`src/source/cpu_macros.svh`:
```
`ifndef CPU_MACROS_SVH
`define CPU_MACROS_SVH

// core-wide sizing, shared by rtl and bench

`define CPU_XLEN     32              // machine word width
`define CPU_NREGS    32              // architectural registers, x0 included

`define CPU_RESET_PC 32'h0000_0000   // first fetch address
`define CPU_NOP      32'h0000_0013   // addi x0, x0, 0

`endif

```
`src/source/isa_pkg.sv`:
```
`default_nettype none
`include "cpu_macros.svh"

package isa_pkg;

    typedef logic [`CPU_XLEN-1:0]          word_t;       // data, address, instr
    typedef logic [$clog2(`CPU_NREGS)-1:0] reg_idx_t;    // rs1/rs2/rd field
    typedef logic [2:0]                    funct3_t;
    typedef logic [6:0]                    funct7_t;
    typedef logic [3:0]                    alu_flags_t;  // {n, z, c, v}

    localparam int FLAG_N = 3;             // result negative
    localparam int FLAG_Z = 2;             // result zero
    localparam int FLAG_C = 1;             // carry out of adder
    localparam int FLAG_V = 0;             // signed overflow

    typedef enum logic [6:0] {
        OP_LUI    = 7'b0110111,
        OP_AUIPC  = 7'b0010111,
        OP_JAL    = 7'b1101111,
        OP_JALR   = 7'b1100111,
        OP_BRANCH = 7'b1100011,
        OP_LOAD   = 7'b0000011,
        OP_STORE  = 7'b0100011,
        OP_IMM    = 7'b0010011,
        OP_REG    = 7'b0110011
    } opcode_e;

    localparam funct3_t F3_ADD_SUB = 3'b000;   // alu group
    localparam funct3_t F3_SLL     = 3'b001;
    localparam funct3_t F3_SLT     = 3'b010;
    localparam funct3_t F3_XOR     = 3'b100;
    localparam funct3_t F3_SRL_SRA = 3'b101;
    localparam funct3_t F3_OR      = 3'b110;
    localparam funct3_t F3_AND     = 3'b111;
    localparam funct3_t F3_BEQ     = 3'b000;   // branch group
    localparam funct3_t F3_BNE     = 3'b001;
    localparam funct3_t F3_BLT     = 3'b100;
    localparam funct3_t F3_BGE     = 3'b101;
    localparam funct3_t F3_WORD    = 3'b010;   // lw / sw width
    localparam funct3_t F3_JALR    = 3'b000;

    localparam funct7_t F7_BASE    = 7'b0000000;
    localparam funct7_t F7_ALT     = 7'b0100000;   // sub, sra

endpackage

`default_nettype wire

```
`src/source/ctrl_pkg.sv`:
```
`default_nettype none

package ctrl_pkg;

    typedef enum logic [2:0] {
        IMM_I,                  // loads, op-imm, jalr
        IMM_S,                  // stores
        IMM_B,                  // branches, bit 0 implied zero
        IMM_J,                  // jal
        IMM_U                   // lui, auipc
    } imm_src_e;

    typedef enum logic [3:0] {
        ALU_ADD,
        ALU_SUB,                // also used to compare for branches
        ALU_AND,
        ALU_OR,
        ALU_XOR,
        ALU_SLT,                // signed less than
        ALU_SLL,
        ALU_SRL,
        ALU_SRA
    } alu_op_e;

    typedef enum logic [1:0] {
        ALU_SRC_REG_1,
        ALU_SRC_REG_2,
        ALU_SRC_EXT_IMM,
        ALU_SRC_PC
    } alu_src_e;

    typedef enum logic [1:0] {
        RES_SRC_ALU_OUT,
        RES_SRC_PC_PLUS_4,      // link value for jal / jalr
        RES_SRC_EXT_IMM,        // lui
        RES_SRC_MEM             // lw
    } res_src_e;

    typedef enum logic [1:0] {
        PC_SRC_PLUS_4,
        PC_SRC_PLUS_OFF,        // taken branch, jal
        PC_SRC_REG_PLUS_OFF     // jalr
    } pc_src_e;

endpackage

`default_nettype wire

```
`src/source/regfile.sv`:
```
`timescale 1ns/1ps
`default_nettype none
`include "cpu_macros.svh"

module regfile import isa_pkg::*; (
    input  wire           clk,
    input  wire reg_idx_t rd_addr1,     // rs1
    input  wire reg_idx_t rd_addr2,     // rs2
    input  wire reg_idx_t wr_addr,      // rd
    input  wire word_t    wr_data,
    input  wire           we,
    output word_t         rd_data1,
    output word_t         rd_data2
);
    word_t regs [`CPU_NREGS];           // x0 slot never written

    always_ff @(posedge clk) begin
        if (we && (wr_addr != '0)) begin
            regs[wr_addr] <= wr_data;   // writes to x0 dropped here
        end
    end

    // combinational reads, x0 forced to zero
    assign rd_data1 = (rd_addr1 == '0) ? '0 : regs[rd_addr1];
    assign rd_data2 = (rd_addr2 == '0) ? '0 : regs[rd_addr2];

endmodule

`default_nettype wire

```
`src/source/extend.sv`:
```
`timescale 1ns/1ps
`default_nettype none

module extend import isa_pkg::*; import ctrl_pkg::*; (
    input  wire word_t    instr,
    input  wire imm_src_e imm_src,
    output word_t         ext_imm
);
    logic sign;                         // instr[31] is the sign for every format

    assign sign = instr[31];

    always_comb begin
        case (imm_src)
            IMM_I:   ext_imm = {{20{sign}}, instr[31:20]};
            IMM_S:   ext_imm = {{20{sign}}, instr[31:25], instr[11:7]};
            IMM_B:   ext_imm = {{19{sign}}, instr[31], instr[7],
                                instr[30:25], instr[11:8], 1'b0};     // 13 bit offset
            IMM_J:   ext_imm = {{11{sign}}, instr[31], instr[19:12],
                                instr[20], instr[30:21], 1'b0};       // 21 bit offset
            IMM_U:   ext_imm = {instr[31:12], 12'b0};                 // low bits zero
            default: ext_imm = '0;
        endcase
    end

endmodule

`default_nettype wire

```
`src/source/alu.sv`:
```
`timescale 1ns/1ps
`default_nettype none
`include "cpu_macros.svh"

module alu import isa_pkg::*; import ctrl_pkg::*; (
    input  wire word_t   op_a,
    input  wire word_t   op_b,
    input  wire alu_op_e alu_ctrl,
    output word_t        alu_out,
    output alu_flags_t   alu_flags
);
    localparam int SHAMT_W = $clog2(`CPU_XLEN);

    logic               subtract;       // sub and slt share the adder
    word_t              addend_b;       // op_b or its inverse
    logic [`CPU_XLEN:0] sum;            // extra bit for carry out
    logic               carry;
    logic               overflow;
    logic               less;           // signed op_a < op_b
    logic [SHAMT_W-1:0] shamt;

    assign subtract = (alu_ctrl == ALU_SUB) || (alu_ctrl == ALU_SLT);
    assign addend_b = subtract ? ~op_b : op_b;
    assign sum      = {1'b0, op_a} + {1'b0, addend_b} + {{`CPU_XLEN{1'b0}}, subtract};
    assign carry    = sum[`CPU_XLEN];
    assign overflow = (op_a[`CPU_XLEN-1] == addend_b[`CPU_XLEN-1])
                   && (sum[`CPU_XLEN-1] != op_a[`CPU_XLEN-1]);  // like signs, sign flipped
    assign less     = sum[`CPU_XLEN-1] ^ overflow;
    assign shamt    = op_b[SHAMT_W-1:0];  // only low 5 bits shift

    always_comb begin
        case (alu_ctrl)
            ALU_AND: alu_out = op_a & op_b;
            ALU_OR:  alu_out = op_a | op_b;
            ALU_XOR: alu_out = op_a ^ op_b;
            ALU_SLT: alu_out = {{(`CPU_XLEN-1){1'b0}}, less};
            ALU_SLL: alu_out = op_a << shamt;
            ALU_SRL: alu_out = op_a >> shamt;
            ALU_SRA: alu_out = $signed(op_a) >>> shamt;   // sign fill
            default: alu_out = sum[`CPU_XLEN-1:0];        // add, sub
        endcase
    end

    always_comb begin
        alu_flags         = '0;
        alu_flags[FLAG_N] = alu_out[`CPU_XLEN-1];
        alu_flags[FLAG_Z] = (alu_out == '0);
        alu_flags[FLAG_C] = carry;       // from adder path only
        alu_flags[FLAG_V] = overflow;
    end

endmodule

`default_nettype wire

```
`src/source/datapath.sv`:
```
`timescale 1ns/1ps
`default_nettype none
`include "cpu_macros.svh"

module datapath import isa_pkg::*; import ctrl_pkg::*; (
    input  wire           clk,
    input  wire           rst_n,
    input  wire word_t    instr,
    input  wire word_t    read_data,    // load data, same cycle
    input  wire           reg_we,
    input  wire imm_src_e imm_src,
    input  wire alu_op_e  alu_ctrl,
    input  wire alu_src_e alu_src_a,
    input  wire alu_src_e alu_src_b,
    input  wire res_src_e result_src,
    input  wire pc_src_e  pc_src,
    output word_t         pc,
    output word_t         alu_out,      // doubles as data address
    output alu_flags_t    alu_flags,
    output word_t         write_data
);
    word_t pc_plus_4;
    word_t pc_plus_off;
    word_t pc_reg_plus_off;
    word_t pc_next;
    word_t reg_rd1;                     // rs1 value
    word_t reg_rd2;                     // rs2 value
    word_t reg_wr_data;
    word_t ext_imm;
    word_t alu_op_a;
    word_t alu_op_b;

    // one selector serves both alu operands
    function automatic word_t pick_operand(alu_src_e sel, word_t rs1, word_t rs2,
                                           word_t imm, word_t pc_val);
        word_t res;
        case (sel)
            ALU_SRC_REG_1:   res = rs1;
            ALU_SRC_REG_2:   res = rs2;
            ALU_SRC_EXT_IMM: res = imm;
            default:         res = pc_val;      // ALU_SRC_PC
        endcase
        return res;
    endfunction

    assign pc_plus_4       = pc + 32'd4;
    assign pc_plus_off     = pc + ext_imm;                  // branch, jal target
    assign pc_reg_plus_off = reg_rd1 + ext_imm;             // jalr target before bit 0 clear

    always_comb begin
        case (pc_src)
            PC_SRC_PLUS_OFF:     pc_next = pc_plus_off;
            PC_SRC_REG_PLUS_OFF: pc_next = {pc_reg_plus_off[`CPU_XLEN-1:1], 1'b0};
            default:             pc_next = pc_plus_4;
        endcase
    end

    always_ff @(posedge clk) begin
        if (!rst_n) begin
            pc <= `CPU_RESET_PC;
        end else begin
            pc <= pc_next;              // one instruction per edge
        end
    end

    always_comb begin
        case (result_src)
            RES_SRC_PC_PLUS_4: reg_wr_data = pc_plus_4;     // link
            RES_SRC_EXT_IMM:   reg_wr_data = ext_imm;
            RES_SRC_MEM:       reg_wr_data = read_data;
            default:           reg_wr_data = alu_out;
        endcase
    end

    regfile u_regfile (
        .clk      (clk),
        .rd_addr1 (instr[19:15]),
        .rd_addr2 (instr[24:20]),
        .wr_addr  (instr[11:7]),
        .wr_data  (reg_wr_data),
        .we       (reg_we),
        .rd_data1 (reg_rd1),
        .rd_data2 (reg_rd2)
    );

    assign write_data = reg_rd2;        // store data is always rs2

    extend u_extend (
        .instr   (instr),
        .imm_src (imm_src),
        .ext_imm (ext_imm)
    );

    assign alu_op_a = pick_operand(alu_src_a, reg_rd1, reg_rd2, ext_imm, pc);
    assign alu_op_b = pick_operand(alu_src_b, reg_rd1, reg_rd2, ext_imm, pc);

    alu u_alu (
        .op_a      (alu_op_a),
        .op_b      (alu_op_b),
        .alu_ctrl  (alu_ctrl),
        .alu_out   (alu_out),
        .alu_flags (alu_flags)
    );

endmodule

`default_nettype wire

```
`src/source/control_unit.sv`:
```
`timescale 1ns/1ps
`default_nettype none

module control_unit import isa_pkg::*; import ctrl_pkg::*; (
    input  wire             rst_n,
    input  wire word_t      instr,
    input  wire alu_flags_t alu_flags,  // from rs1 - rs2 on branches
    output logic            reg_we,
    output logic            mem_we,
    output imm_src_e        imm_src,
    output alu_op_e         alu_ctrl,
    output alu_src_e        alu_src_a,
    output alu_src_e        alu_src_b,
    output res_src_e        result_src,
    output pc_src_e         pc_src
);
    opcode_e opcode;
    funct3_t funct3;
    funct7_t funct7;
    logic    is_reg;                    // r-type, funct7 matters
    logic    f7_base;
    logic    f7_alt;
    alu_op_e arith_op;
    logic    arith_ok;                  // legal op / op-imm encoding
    logic    signed_lt;
    logic    take_branch;
    logic    reg_we_dec;
    logic    mem_we_dec;

    assign opcode    = opcode_e'(instr[6:0]);
    assign funct3    = instr[14:12];
    assign funct7    = instr[31:25];
    assign is_reg    = (opcode == OP_REG);
    assign f7_base   = (funct7 == F7_BASE);
    assign f7_alt    = (funct7 == F7_ALT);
    assign signed_lt = alu_flags[FLAG_N] ^ alu_flags[FLAG_V];

    always_comb begin
        arith_op = ALU_ADD;
        arith_ok = 1'b0;
        case (funct3)
            F3_ADD_SUB: begin
                arith_op = (is_reg && f7_alt) ? ALU_SUB : ALU_ADD;
                arith_ok = !is_reg || f7_base || f7_alt;
            end
            F3_SLT: begin arith_op = ALU_SLT; arith_ok = !is_reg || f7_base; end
            F3_XOR: begin arith_op = ALU_XOR; arith_ok = !is_reg || f7_base; end
            F3_OR:  begin arith_op = ALU_OR;  arith_ok = !is_reg || f7_base; end
            F3_AND: begin arith_op = ALU_AND; arith_ok = !is_reg || f7_base; end
            F3_SLL: begin arith_op = ALU_SLL; arith_ok = is_reg && f7_base; end   // no slli
            F3_SRL_SRA: begin
                arith_op = f7_alt ? ALU_SRA : ALU_SRL;
                arith_ok = is_reg && (f7_base || f7_alt);
            end
            default: arith_ok = 1'b0;   // sltu and the like
        endcase
    end

    always_comb begin
        case (funct3)
            F3_BEQ:  take_branch = alu_flags[FLAG_Z];
            F3_BNE:  take_branch = !alu_flags[FLAG_Z];
            F3_BLT:  take_branch = signed_lt;
            F3_BGE:  take_branch = !signed_lt;
            default: take_branch = 1'b0;        // unsigned branches fall through
        endcase
    end

    always_comb begin
        reg_we_dec = 1'b0;              // defaults decode as a no-op
        mem_we_dec = 1'b0;
        imm_src    = IMM_I;
        alu_ctrl   = ALU_ADD;
        alu_src_a  = ALU_SRC_REG_1;
        alu_src_b  = ALU_SRC_EXT_IMM;
        result_src = RES_SRC_ALU_OUT;
        pc_src     = PC_SRC_PLUS_4;
        case (opcode)
            OP_LUI: begin
                imm_src    = IMM_U;
                result_src = RES_SRC_EXT_IMM;
                reg_we_dec = 1'b1;
            end
            OP_AUIPC: begin
                imm_src    = IMM_U;
                alu_src_a  = ALU_SRC_PC;        // pc + upper imm
                reg_we_dec = 1'b1;
            end
            OP_JAL: begin
                imm_src    = IMM_J;
                result_src = RES_SRC_PC_PLUS_4;
                pc_src     = PC_SRC_PLUS_OFF;
                reg_we_dec = 1'b1;
            end
            OP_JALR: begin
                if (funct3 == F3_JALR) begin
                    result_src = RES_SRC_PC_PLUS_4;
                    pc_src     = PC_SRC_REG_PLUS_OFF;
                    reg_we_dec = 1'b1;
                end
            end
            OP_BRANCH: begin
                imm_src   = IMM_B;
                alu_ctrl  = ALU_SUB;            // flags from rs1 - rs2
                alu_src_b = ALU_SRC_REG_2;
                pc_src    = take_branch ? PC_SRC_PLUS_OFF : PC_SRC_PLUS_4;
            end
            OP_LOAD: begin
                result_src = RES_SRC_MEM;
                reg_we_dec = (funct3 == F3_WORD);   // lw only
            end
            OP_STORE: begin
                imm_src    = IMM_S;
                mem_we_dec = (funct3 == F3_WORD);   // sw only
            end
            OP_IMM: begin
                alu_ctrl   = arith_op;
                reg_we_dec = arith_ok;
            end
            OP_REG: begin
                alu_ctrl   = arith_op;
                alu_src_b  = ALU_SRC_REG_2;
                reg_we_dec = arith_ok;
            end
            default: begin
            end
        endcase
    end

    assign reg_we = reg_we_dec && rst_n;    // nothing commits during reset
    assign mem_we = mem_we_dec && rst_n;

endmodule

`default_nettype wire

```
`src/source/cpu_top.sv`:
```
`timescale 1ns/1ps
`default_nettype none

module cpu_top import isa_pkg::*; import ctrl_pkg::*; (
    input  wire        clk,
    input  wire        rst_n,
    input  wire word_t instr,           // fetched at pc, same cycle
    input  wire word_t read_data,       // load data for mem_addr
    output word_t      pc,
    output word_t      mem_addr,
    output word_t      write_data,
    output logic       mem_we           // store commits at the edge
);
    logic       reg_we;
    imm_src_e   imm_src;
    alu_op_e    alu_ctrl;
    alu_src_e   alu_src_a;
    alu_src_e   alu_src_b;
    res_src_e   result_src;
    pc_src_e    pc_src;
    alu_flags_t alu_flags;              // back to branch resolution

    control_unit u_ctrl (
        .rst_n      (rst_n),
        .instr      (instr),
        .alu_flags  (alu_flags),
        .reg_we     (reg_we),
        .mem_we     (mem_we),
        .imm_src    (imm_src),
        .alu_ctrl   (alu_ctrl),
        .alu_src_a  (alu_src_a),
        .alu_src_b  (alu_src_b),
        .result_src (result_src),
        .pc_src     (pc_src)
    );

    datapath u_dp (
        .clk        (clk),
        .rst_n      (rst_n),
        .instr      (instr),
        .read_data  (read_data),
        .reg_we     (reg_we),
        .imm_src    (imm_src),
        .alu_ctrl   (alu_ctrl),
        .alu_src_a  (alu_src_a),
        .alu_src_b  (alu_src_b),
        .result_src (result_src),
        .pc_src     (pc_src),
        .pc         (pc),
        .alu_out    (mem_addr),         // alu result is the data address
        .alu_flags  (alu_flags),
        .write_data (write_data)
    );

endmodule

`default_nettype wire

```
`config.mk`:
```
export PLATFORM = sky130hd
export DESIGN_NAME = cpu_top
export DESIGN_NICKNAME = d
export VERILOG_FILES = /design/src/source/isa_pkg.sv /design/src/source/ctrl_pkg.sv /design/src/source/regfile.sv /design/src/source/extend.sv /design/src/source/alu.sv /design/src/source/datapath.sv /design/src/source/control_unit.sv /design/src/source/cpu_top.sv
export VERILOG_INCLUDE_DIRS = /design/src /design/src/source
export SDC_FILE = /design/constraint.sdc
export NUM_CORES = 2
export LEC_CHECK = 0
export BUFFER_PORTS_ARGS = -buffer_cell sky130_fd_sc_hd__buf_2
export CORE_MARGIN = 2
export CORE_UTILIZATION = 55
export DETAILED_ROUTE_END_ITERATION = 12
export PLACE_DENSITY_LB_ADDON = 0.05
export SYNTH_ARGS = -nofsm -noshare
export SYNTH_HDL_FRONTEND = slang
export SYNTH_SLANG_ARGS = --single-unit
```
`constraint.sdc`:
```
create_clock -name clk -period 17.6 [get_ports clk]
set_input_delay 1.76 -clock clk [delete_from_list [all_inputs] [get_ports clk]]
set_output_delay 1.76 -clock clk [all_outputs]
set_load 0.005 [all_outputs]
```
=== Word-level counts from Yosys, hierarchy flattened ===
Memories as Yosys holds them, arrays and structs flattened.
Cells that the tools add are included.

* Memories: 1
* ROM bits: 0
* Register bits: 32
* Logic and storage cells: 111
* Bits of input ports: 66
* RAM bits: 1,024
* Latch bits: 0

* Add/subtract/negate cells: 5
* Multiply operators: 0
* Reduce and logical (&&, ||, !) cells: 28
* Eq/ne operators: 39
* Divide/modulo/power cells: 0
* Bitwise operators: 6
* Magnitude comparators: 0
* Mux-type cells: 28
* Shifts and indexed selects: 3

{| class="wikitable"
|+ Memories
! memory !! words !! width !! rd ports !! clocked after memory_dff !! write ports !! line !! text
|-
| u_dp.u_regfile.regs || 32 || 32 || 2 || 0 || 1 || regfile.sv:15 || <nowiki>word_t regs [`CPU_NREGS];</nowiki>
|}

{| class="wikitable"
|+ Operators with widths
! operator !! number
|-
| case mux 32 bit (3 select lines) || 3
|-
| case mux 32 bit (7 select lines) || 1
|-
| case mux 32 bit (5 select lines) || 1
|-
| adder 32 bit || 3
|-
| two-way mux 32 bit || 3
|-
| case mux 32 bit (2 select lines) || 1
|-
| adder 32 x 1 -> 32 bit || 1
|-
| adder 32 x 3 -> 32 bit, second input constant || 1
|-
| bitwise AND 32 bit || 1
|-
| zero test 32 bit || 1
|-
| inverter 32 bit || 1
|-
| OR 32 bit || 1
|-
| << shifter 32 x 5 -> 32 bit || 1
|-
| right shift 32 x 5 -> 32 bit || 1
|-
| >>> shifter 32 x 5 -> 32 bit || 1
|-
| bitwise XOR 32 bit || 1
|-
| == test 7 x 6 -> 1 bit, second input constant || 4
|-
| case mux 4 bit (7 select lines) || 1
|-
| == test 7 bit, second input constant || 3
|-
| == test 4 x 3 -> 1 bit, second input constant || 4
|-
| == test 3 bit, second input constant || 5
|-
| == test 7 x 5 -> 1 bit, second input constant || 2
|-
| case mux 1 bit (4 select lines) || 3
|-
| case mux 3 bit (4 select lines) || 1
|-
| other kinds (28) || 64
|}

=== Longest topological paths before layout ===
* Word-level depth: 21
* Mapped depth: 41
* Gate-level depth less buffers: 30

=== By module ===
A second synthesis with hierarchy kept.

* Cell total of the unflattened synthesis: 4,616
* Area, all modules: 64,460.6 um^2

{| class="wikitable"
|+ By module, submodules not included
! module !! area each (um^2) !! cells each !! seq. area each (um^2) !! instances
|-
| regfile || 47,929.7 || 2,564 || 30,749.5 || 1
|-
| alu || 8,175.3 || 1,118 || 0.0 || 1
|-
| datapath || 7,395.8 || 788 || 640.6 || 1
|-
| extend || 494.2 || 73 || 0.0 || 1
|-
| control_unit || 465.4 || 73 || 0.0 || 1
|}

=== Worst setup path after synthesis ===
No wires, ideal clock.

* Kind: input port to flip-flop
* From: in instr[20]
* To: reg u_dp.pc[30]
* Required time: 17.478 ns
* Data arrival time: 11.060 ns
* Setup slack: 6.419 ns
* Stages: 41
* Cell sequence: buf_2 -> buf_6 -> buf_6 -> buf_6 -> buf_4 -> buf_6 -> buf_4 -> buf_2 -> clkbuf_1 -> clkbuf_1 -> clkbuf_1 -> mux4_2 -> mux4_2 -> mux2i_1 -> nor3_1 -> a21oi_1 -> xor2_1 -> ha_1 -> [... 5 more ...] -> o211ai_1 -> a31oi_1 -> o21ai_0 -> o41a_1 -> a2111oi_0 -> nor3_1 -> xnor2_1 -> o221ai_1 -> nand4b_1 -> or4_1 -> and3_1 -> ha_1 -> clkbuf_1 -> inv_1 -> clkbuf_1 -> or3_1 -> mux2i_1 -> o311a_1

* Elaborated cells between the ends (all ways): 33
* Classes of those cells: add/sub (4); eq/ne (4); shift (3); mux (10); bitwise (6); reduce/logical (5); memory (1)

{| class="wikitable"
|+ RTL lines
! item !! line !! text
|-
| start, declared || cpu_top.sv:7 || <nowiki>input wire word_t instr,</nowiki>
|-
| memory (32 x 32 bit) or zero test 5 bit (tied branches) || -- ||
|-
| two-way mux 32 bit || regfile.sv:25 || <nowiki>assign rd_data2 = (rd_addr2 == '0) ? '0 : regs[rd_addr2];</nowiki>
|-
| case mux 32 bit (3 select lines) || datapath.sv:37 || <nowiki>case (sel)</nowiki>
|-
| inverter 32 bit || alu.sv:23 || <nowiki>assign addend_b = subtract ? ~op_b : op_b;</nowiki>
|-
| two-way mux 32 bit || alu.sv:23 ||
|-
| adder 32 bit || alu.sv:24 || <nowiki>assign sum = {1'b0, op_a} + {1'b0, addend_b} + {{`CPU_XLEN{1'b0}}, subtract};</nowiki>
|-
| adder 32 x 1 -> 32 bit || alu.sv:24 ||
|-
| case mux 32 bit (7 select lines) (*) || alu.sv:32 || <nowiki>case (alu_ctrl)</nowiki>
|-
| via mem_addr[30] || cpu_top.sv:10 || <nowiki>output word_t mem_addr,</nowiki>
|-
| zero test 32 bit (*) || alu.sv:47 || <nowiki>alu_flags[FLAG_Z] = (alu_out == '0);</nowiki>
|-
| zero test 1 bit || control_unit.sv:62 || <nowiki>F3_BNE: take_branch = !alu_flags[FLAG_Z];</nowiki>
|-
| case mux 1 bit (4 select lines) (*) || control_unit.sv:60 || <nowiki>case (funct3)</nowiki>
|-
| two-way mux 1 bit (*) || control_unit.sv:106 || <nowiki>pc_src = take_branch ? PC_SRC_PLUS_OFF : PC_SRC_PLUS_4;</nowiki>
|-
| case mux 2 bit (3 select lines) (*) || control_unit.sv:78 || <nowiki>case (opcode)</nowiki>
|-
| == test 2 bit or == test 2 x 1 -> 1 bit (tied branches) || datapath.sv:51 || <nowiki>case (pc_src)</nowiki>
|-
| case mux 32 bit (2 select lines) (*) || datapath.sv:51 ||
|-
| end signal, assigned || datapath.sv:60 || <nowiki>pc <= `CPU_RESET_PC;</nowiki>
|-
| end signal, assigned || datapath.sv:62 || <nowiki>pc <= pc_next;</nowiki>
|-
| end, declared || datapath.sv:17 || <nowiki>output word_t pc,</nowiki>
|}

Mark *: on every way through the listed nets, which the timed path passes. The rest lies on a longest branch.
A chain may end at the register's enable or synchronous reset.

=== Final worst setup path ===
* From: in instr[20]
* To: out mem_addr[0]

* Longest elaborated chain between the ends: 11
* Elaborated cells between the ends (all ways): 21
* Classes of those cells: add/sub (2); eq/ne (2); shift (3); mux (6); bitwise (5); reduce/logical (2); memory (1)

{| class="wikitable"
|+ RTL lines
! item !! line !! text
|-
| memory (32 x 32 bit) or zero test 5 bit (tied branches) || -- ||
|-
| two-way mux 32 bit || regfile.sv:25 ||
|-
| case mux 32 bit (3 select lines) || datapath.sv:37 ||
|-
| inverter 32 bit || alu.sv:23 ||
|-
| two-way mux 32 bit || alu.sv:23 ||
|-
| adder 32 bit || alu.sv:24 ||
|-
| adder 32 x 1 -> 32 bit || alu.sv:24 ||
|-
| inequality test 1 bit || alu.sv:27 || <nowiki>&& (sum[`CPU_XLEN-1] != op_a[`CPU_XLEN-1]);</nowiki>
|-
| logical AND 1 bit || alu.sv:26 || <nowiki>assign overflow = (op_a[`CPU_XLEN-1] == addend_b[`CPU_XLEN-1])</nowiki>
|-
| bitwise XOR 1 bit || alu.sv:28 || <nowiki>assign less = sum[`CPU_XLEN-1] ^ overflow;</nowiki>
|-
| case mux 32 bit (7 select lines) (*) || alu.sv:32 ||
|-
| end, declared || cpu_top.sv:10 ||
|}

Every way passes the cells marked *; elsewhere a longest branch is shown, timed or not.

==> metrics <==
clock transition at the registers of the reported paths=80 ps; final worst-path cycle share=0.6558; top_reg_cell synth=edfxtp_1; Pre-Repair DR Iteration Count=8; Synth area leader=edfxtp_1; area share of the largest cell type after synthesis=0.4926; M2 GR Usage=0.6351; Final min period=11540 ps; crit-path max cell delay=840 ps; critical path cell sequence=buf_8 > buf_4 > buf_4 > mux4_2 > mux4_2 > mux2i_1 > nor3_1 > a21oi_1 > xor2_1 > ha_1 > o21a_1 > o211ai_1 > or2_2 > o21ai_0 > o211ai_1 > o31a_1 > o31ai_1 > a21oi_1 > a311oi_1 > buf_4 > a21oi_1 > o211ai_1 > a32oi_1 > buf_2; row cnt=123; RSZ-0062 raised after global routing=false; EDFF count, synth=1023; gpl congestion=1.087; cts-stage hold buffer count=0; Synth Area per Inst=13.47 um2; grt met1 use=0.5912; Die Ht=340.7 um; PortBufs=162; IO Pins=163; grt peak-use layer=met2; worst endpoint required time=15840 ps; layout cells sized above 1=0.2306; clock latency at the later pin of the worst-skew pair=740 ps; Crit Path Class=in2out; fin. max-slew vios=0; Nets=4991; drt initial violations=7965; fin worst setup slack=6058 ps; vias in the first global route=45610; total gr overflow=0; core area=112500 um2; Synth cell types=110; Post-synth top cells=1023 x edfxtp_1, 440 x mux4_2, 320 x nand2_1, 304 x mux2i_1, 242 x nor2_1; TritonCTS buffer count=107; pre-CTS setup slack=5595 ps; synthesis-stage register bit count=1055; via count=47560; Max FO, Critical Path=61; fin cells=6356; Inst Count DP=6154; Gate Count Post-Synth=4630; CTS tree=yes; Post-DP HPWL=167.3 mm; CP endpoint kind=output port; status=complete, no violations; Hold Fails Final Rpt=0; GR Util met3=0.1168; first-pass GRT wire length=351.4 mm; CP startpoint kind=primary input; Final TNS setup=0 ps; Hold WS=672.3 ps; Post-CTS Resized=0; max_cap viols=0; synth top area cells=edfxtp_1 49%, mux4_2 16%, mux2i_1 4.9%; worst clock skew=87.17 ps; VDD IR max=120.7 uV; Final ANT Viol Nets=0; Hold Path Depth=3; # H-tree levels=3; P per Cell Area=100.0 nW/um2; die width=340.7 um; Clock Tree Root=clkbuf_16; leakage=0.02421 uW; GRT Total Usage=0.4332; initial core utilization=0.5543; largest net degree at the start of global routing=106; Longest Clk Path Bufs=3; Least-Margin Pin Slew=1375 ps; Seq/Total Area, Yosys=0.5029; Area Growth Syn to Fin=10.25%; max_slew headroom=0.08358; final wirelength=253.9 mm; full die area=116100 um2; CP max stage cell=buf_4; Ys Warns=0; detailed-route wire length per cell=39.95 um; worst-case reg-to-reg path depth=31; DRC Markers=0; CP arrival=9780 ps; setup violators final=0; CTS sink count=1055; initial antenna violation count=19; vias per cell=7.482; postcts setup bufs=0; post-layout util=0.6112; most frequent cell after synthesis=edfxtp_1; Cell Area, Synth=62360 um2; Hold WC Path Type=reg2reg; ys async rst share=0; Peak Freq=86.64 MHz
## cell type report
| cell class | instances | area, um2 |
|---|---|---|
| antenna | 4 | 10.01 |
| multi-input combinational | 3144 | 29520 |
| sequential | 1055 | 31360 |
| timing repair buffer | 325 | 2120 |
| tap | 1500 | 1877 |
| clock inverter | 71 | 631.9 |
| inverter | 130 | 488.0 |
| fill | 8638 | 43740 |
| clock buffer | 127 | 2753 |
## per-stage QoR
stage / total power (uW) / instance area, um2
finish: 6876 / 68750
global route: 7044 / 68740
CTS: 6827 / 68740
detailed placement: 4645 / 65360
global placement: 4640 / 65360
floorplan: 3980 / 62470
## logic make-up after synthesis
logic type,after synthesis,share of synthesized area
AO/OA/AOI/OAI,1055,0.1192
XOR/XNOR,132,0.01854
adder cells (fa/ha/maj),162,0.03286
buffers and inverters,461,0.03339
flip-flops,1055,0.5029
multiplexers,815,0.2208
other,1,0.00006013
AND/OR/NAND/NOR,949,0.07227
## flip-flops by register name, summed over array words and instances (netlist names)
signal and flops:
u_dp.u_regfile.regs 1023, u_dp.pc 32
## layer usage
layer  vias to the layer above  share of wire
met1                     24000           0.36
li1                      18980              -
met2                      3825           0.44
met5                         -        0.00028
met3                       751           0.13
met4                        10          0.066
## where the power goes
group,internal [uW],switching (uW)
Sequential,3050,12.2
Combinational,471,1130
Clock,1230,991
Total,4740,2130
## critical path, delay by kind of cell
kind            cells  cell delay [ps]
simple gates        2              410
xor+xnor            1              120
buf+inv             5             2460
mux                 3             1460
fa+ha+maj           1              380
compound gates     12             3080
## placed cells by master, fill, tap and decap left out, drive strengths merged, types with 53 or more instances in the layout
cell type and count:
nor3 53, clkbuf 127, xor2 64, a221oi 71, a211oi 62, a22oi 133
buf 325, nand2 320, mux2i 310, clkinv 59, a21o 54, ha 159
nand3 82, mux2 65, xnor2 68, o21ai 164, o211ai 54, a21oi 199
edfxtp 1023, nor2 245, mux4 440, inv 133
## path summary, 6_finish.rpt
kind | endpoint | startpoint | slack, ps
worst max-delay path | mem_addr[0] | instr[20] | 6060
worst max register to register | u_dp.pc[29] | u_dp.u_regfile.regs[17][1] | 8670
worst min-delay path | u_dp.pc[0] | u_dp.pc[0] | 670
worst min register to register | u_dp.pc[0] | u_dp.pc[0] | 670
Note: power is estimated with default switching activity, not from simulation.
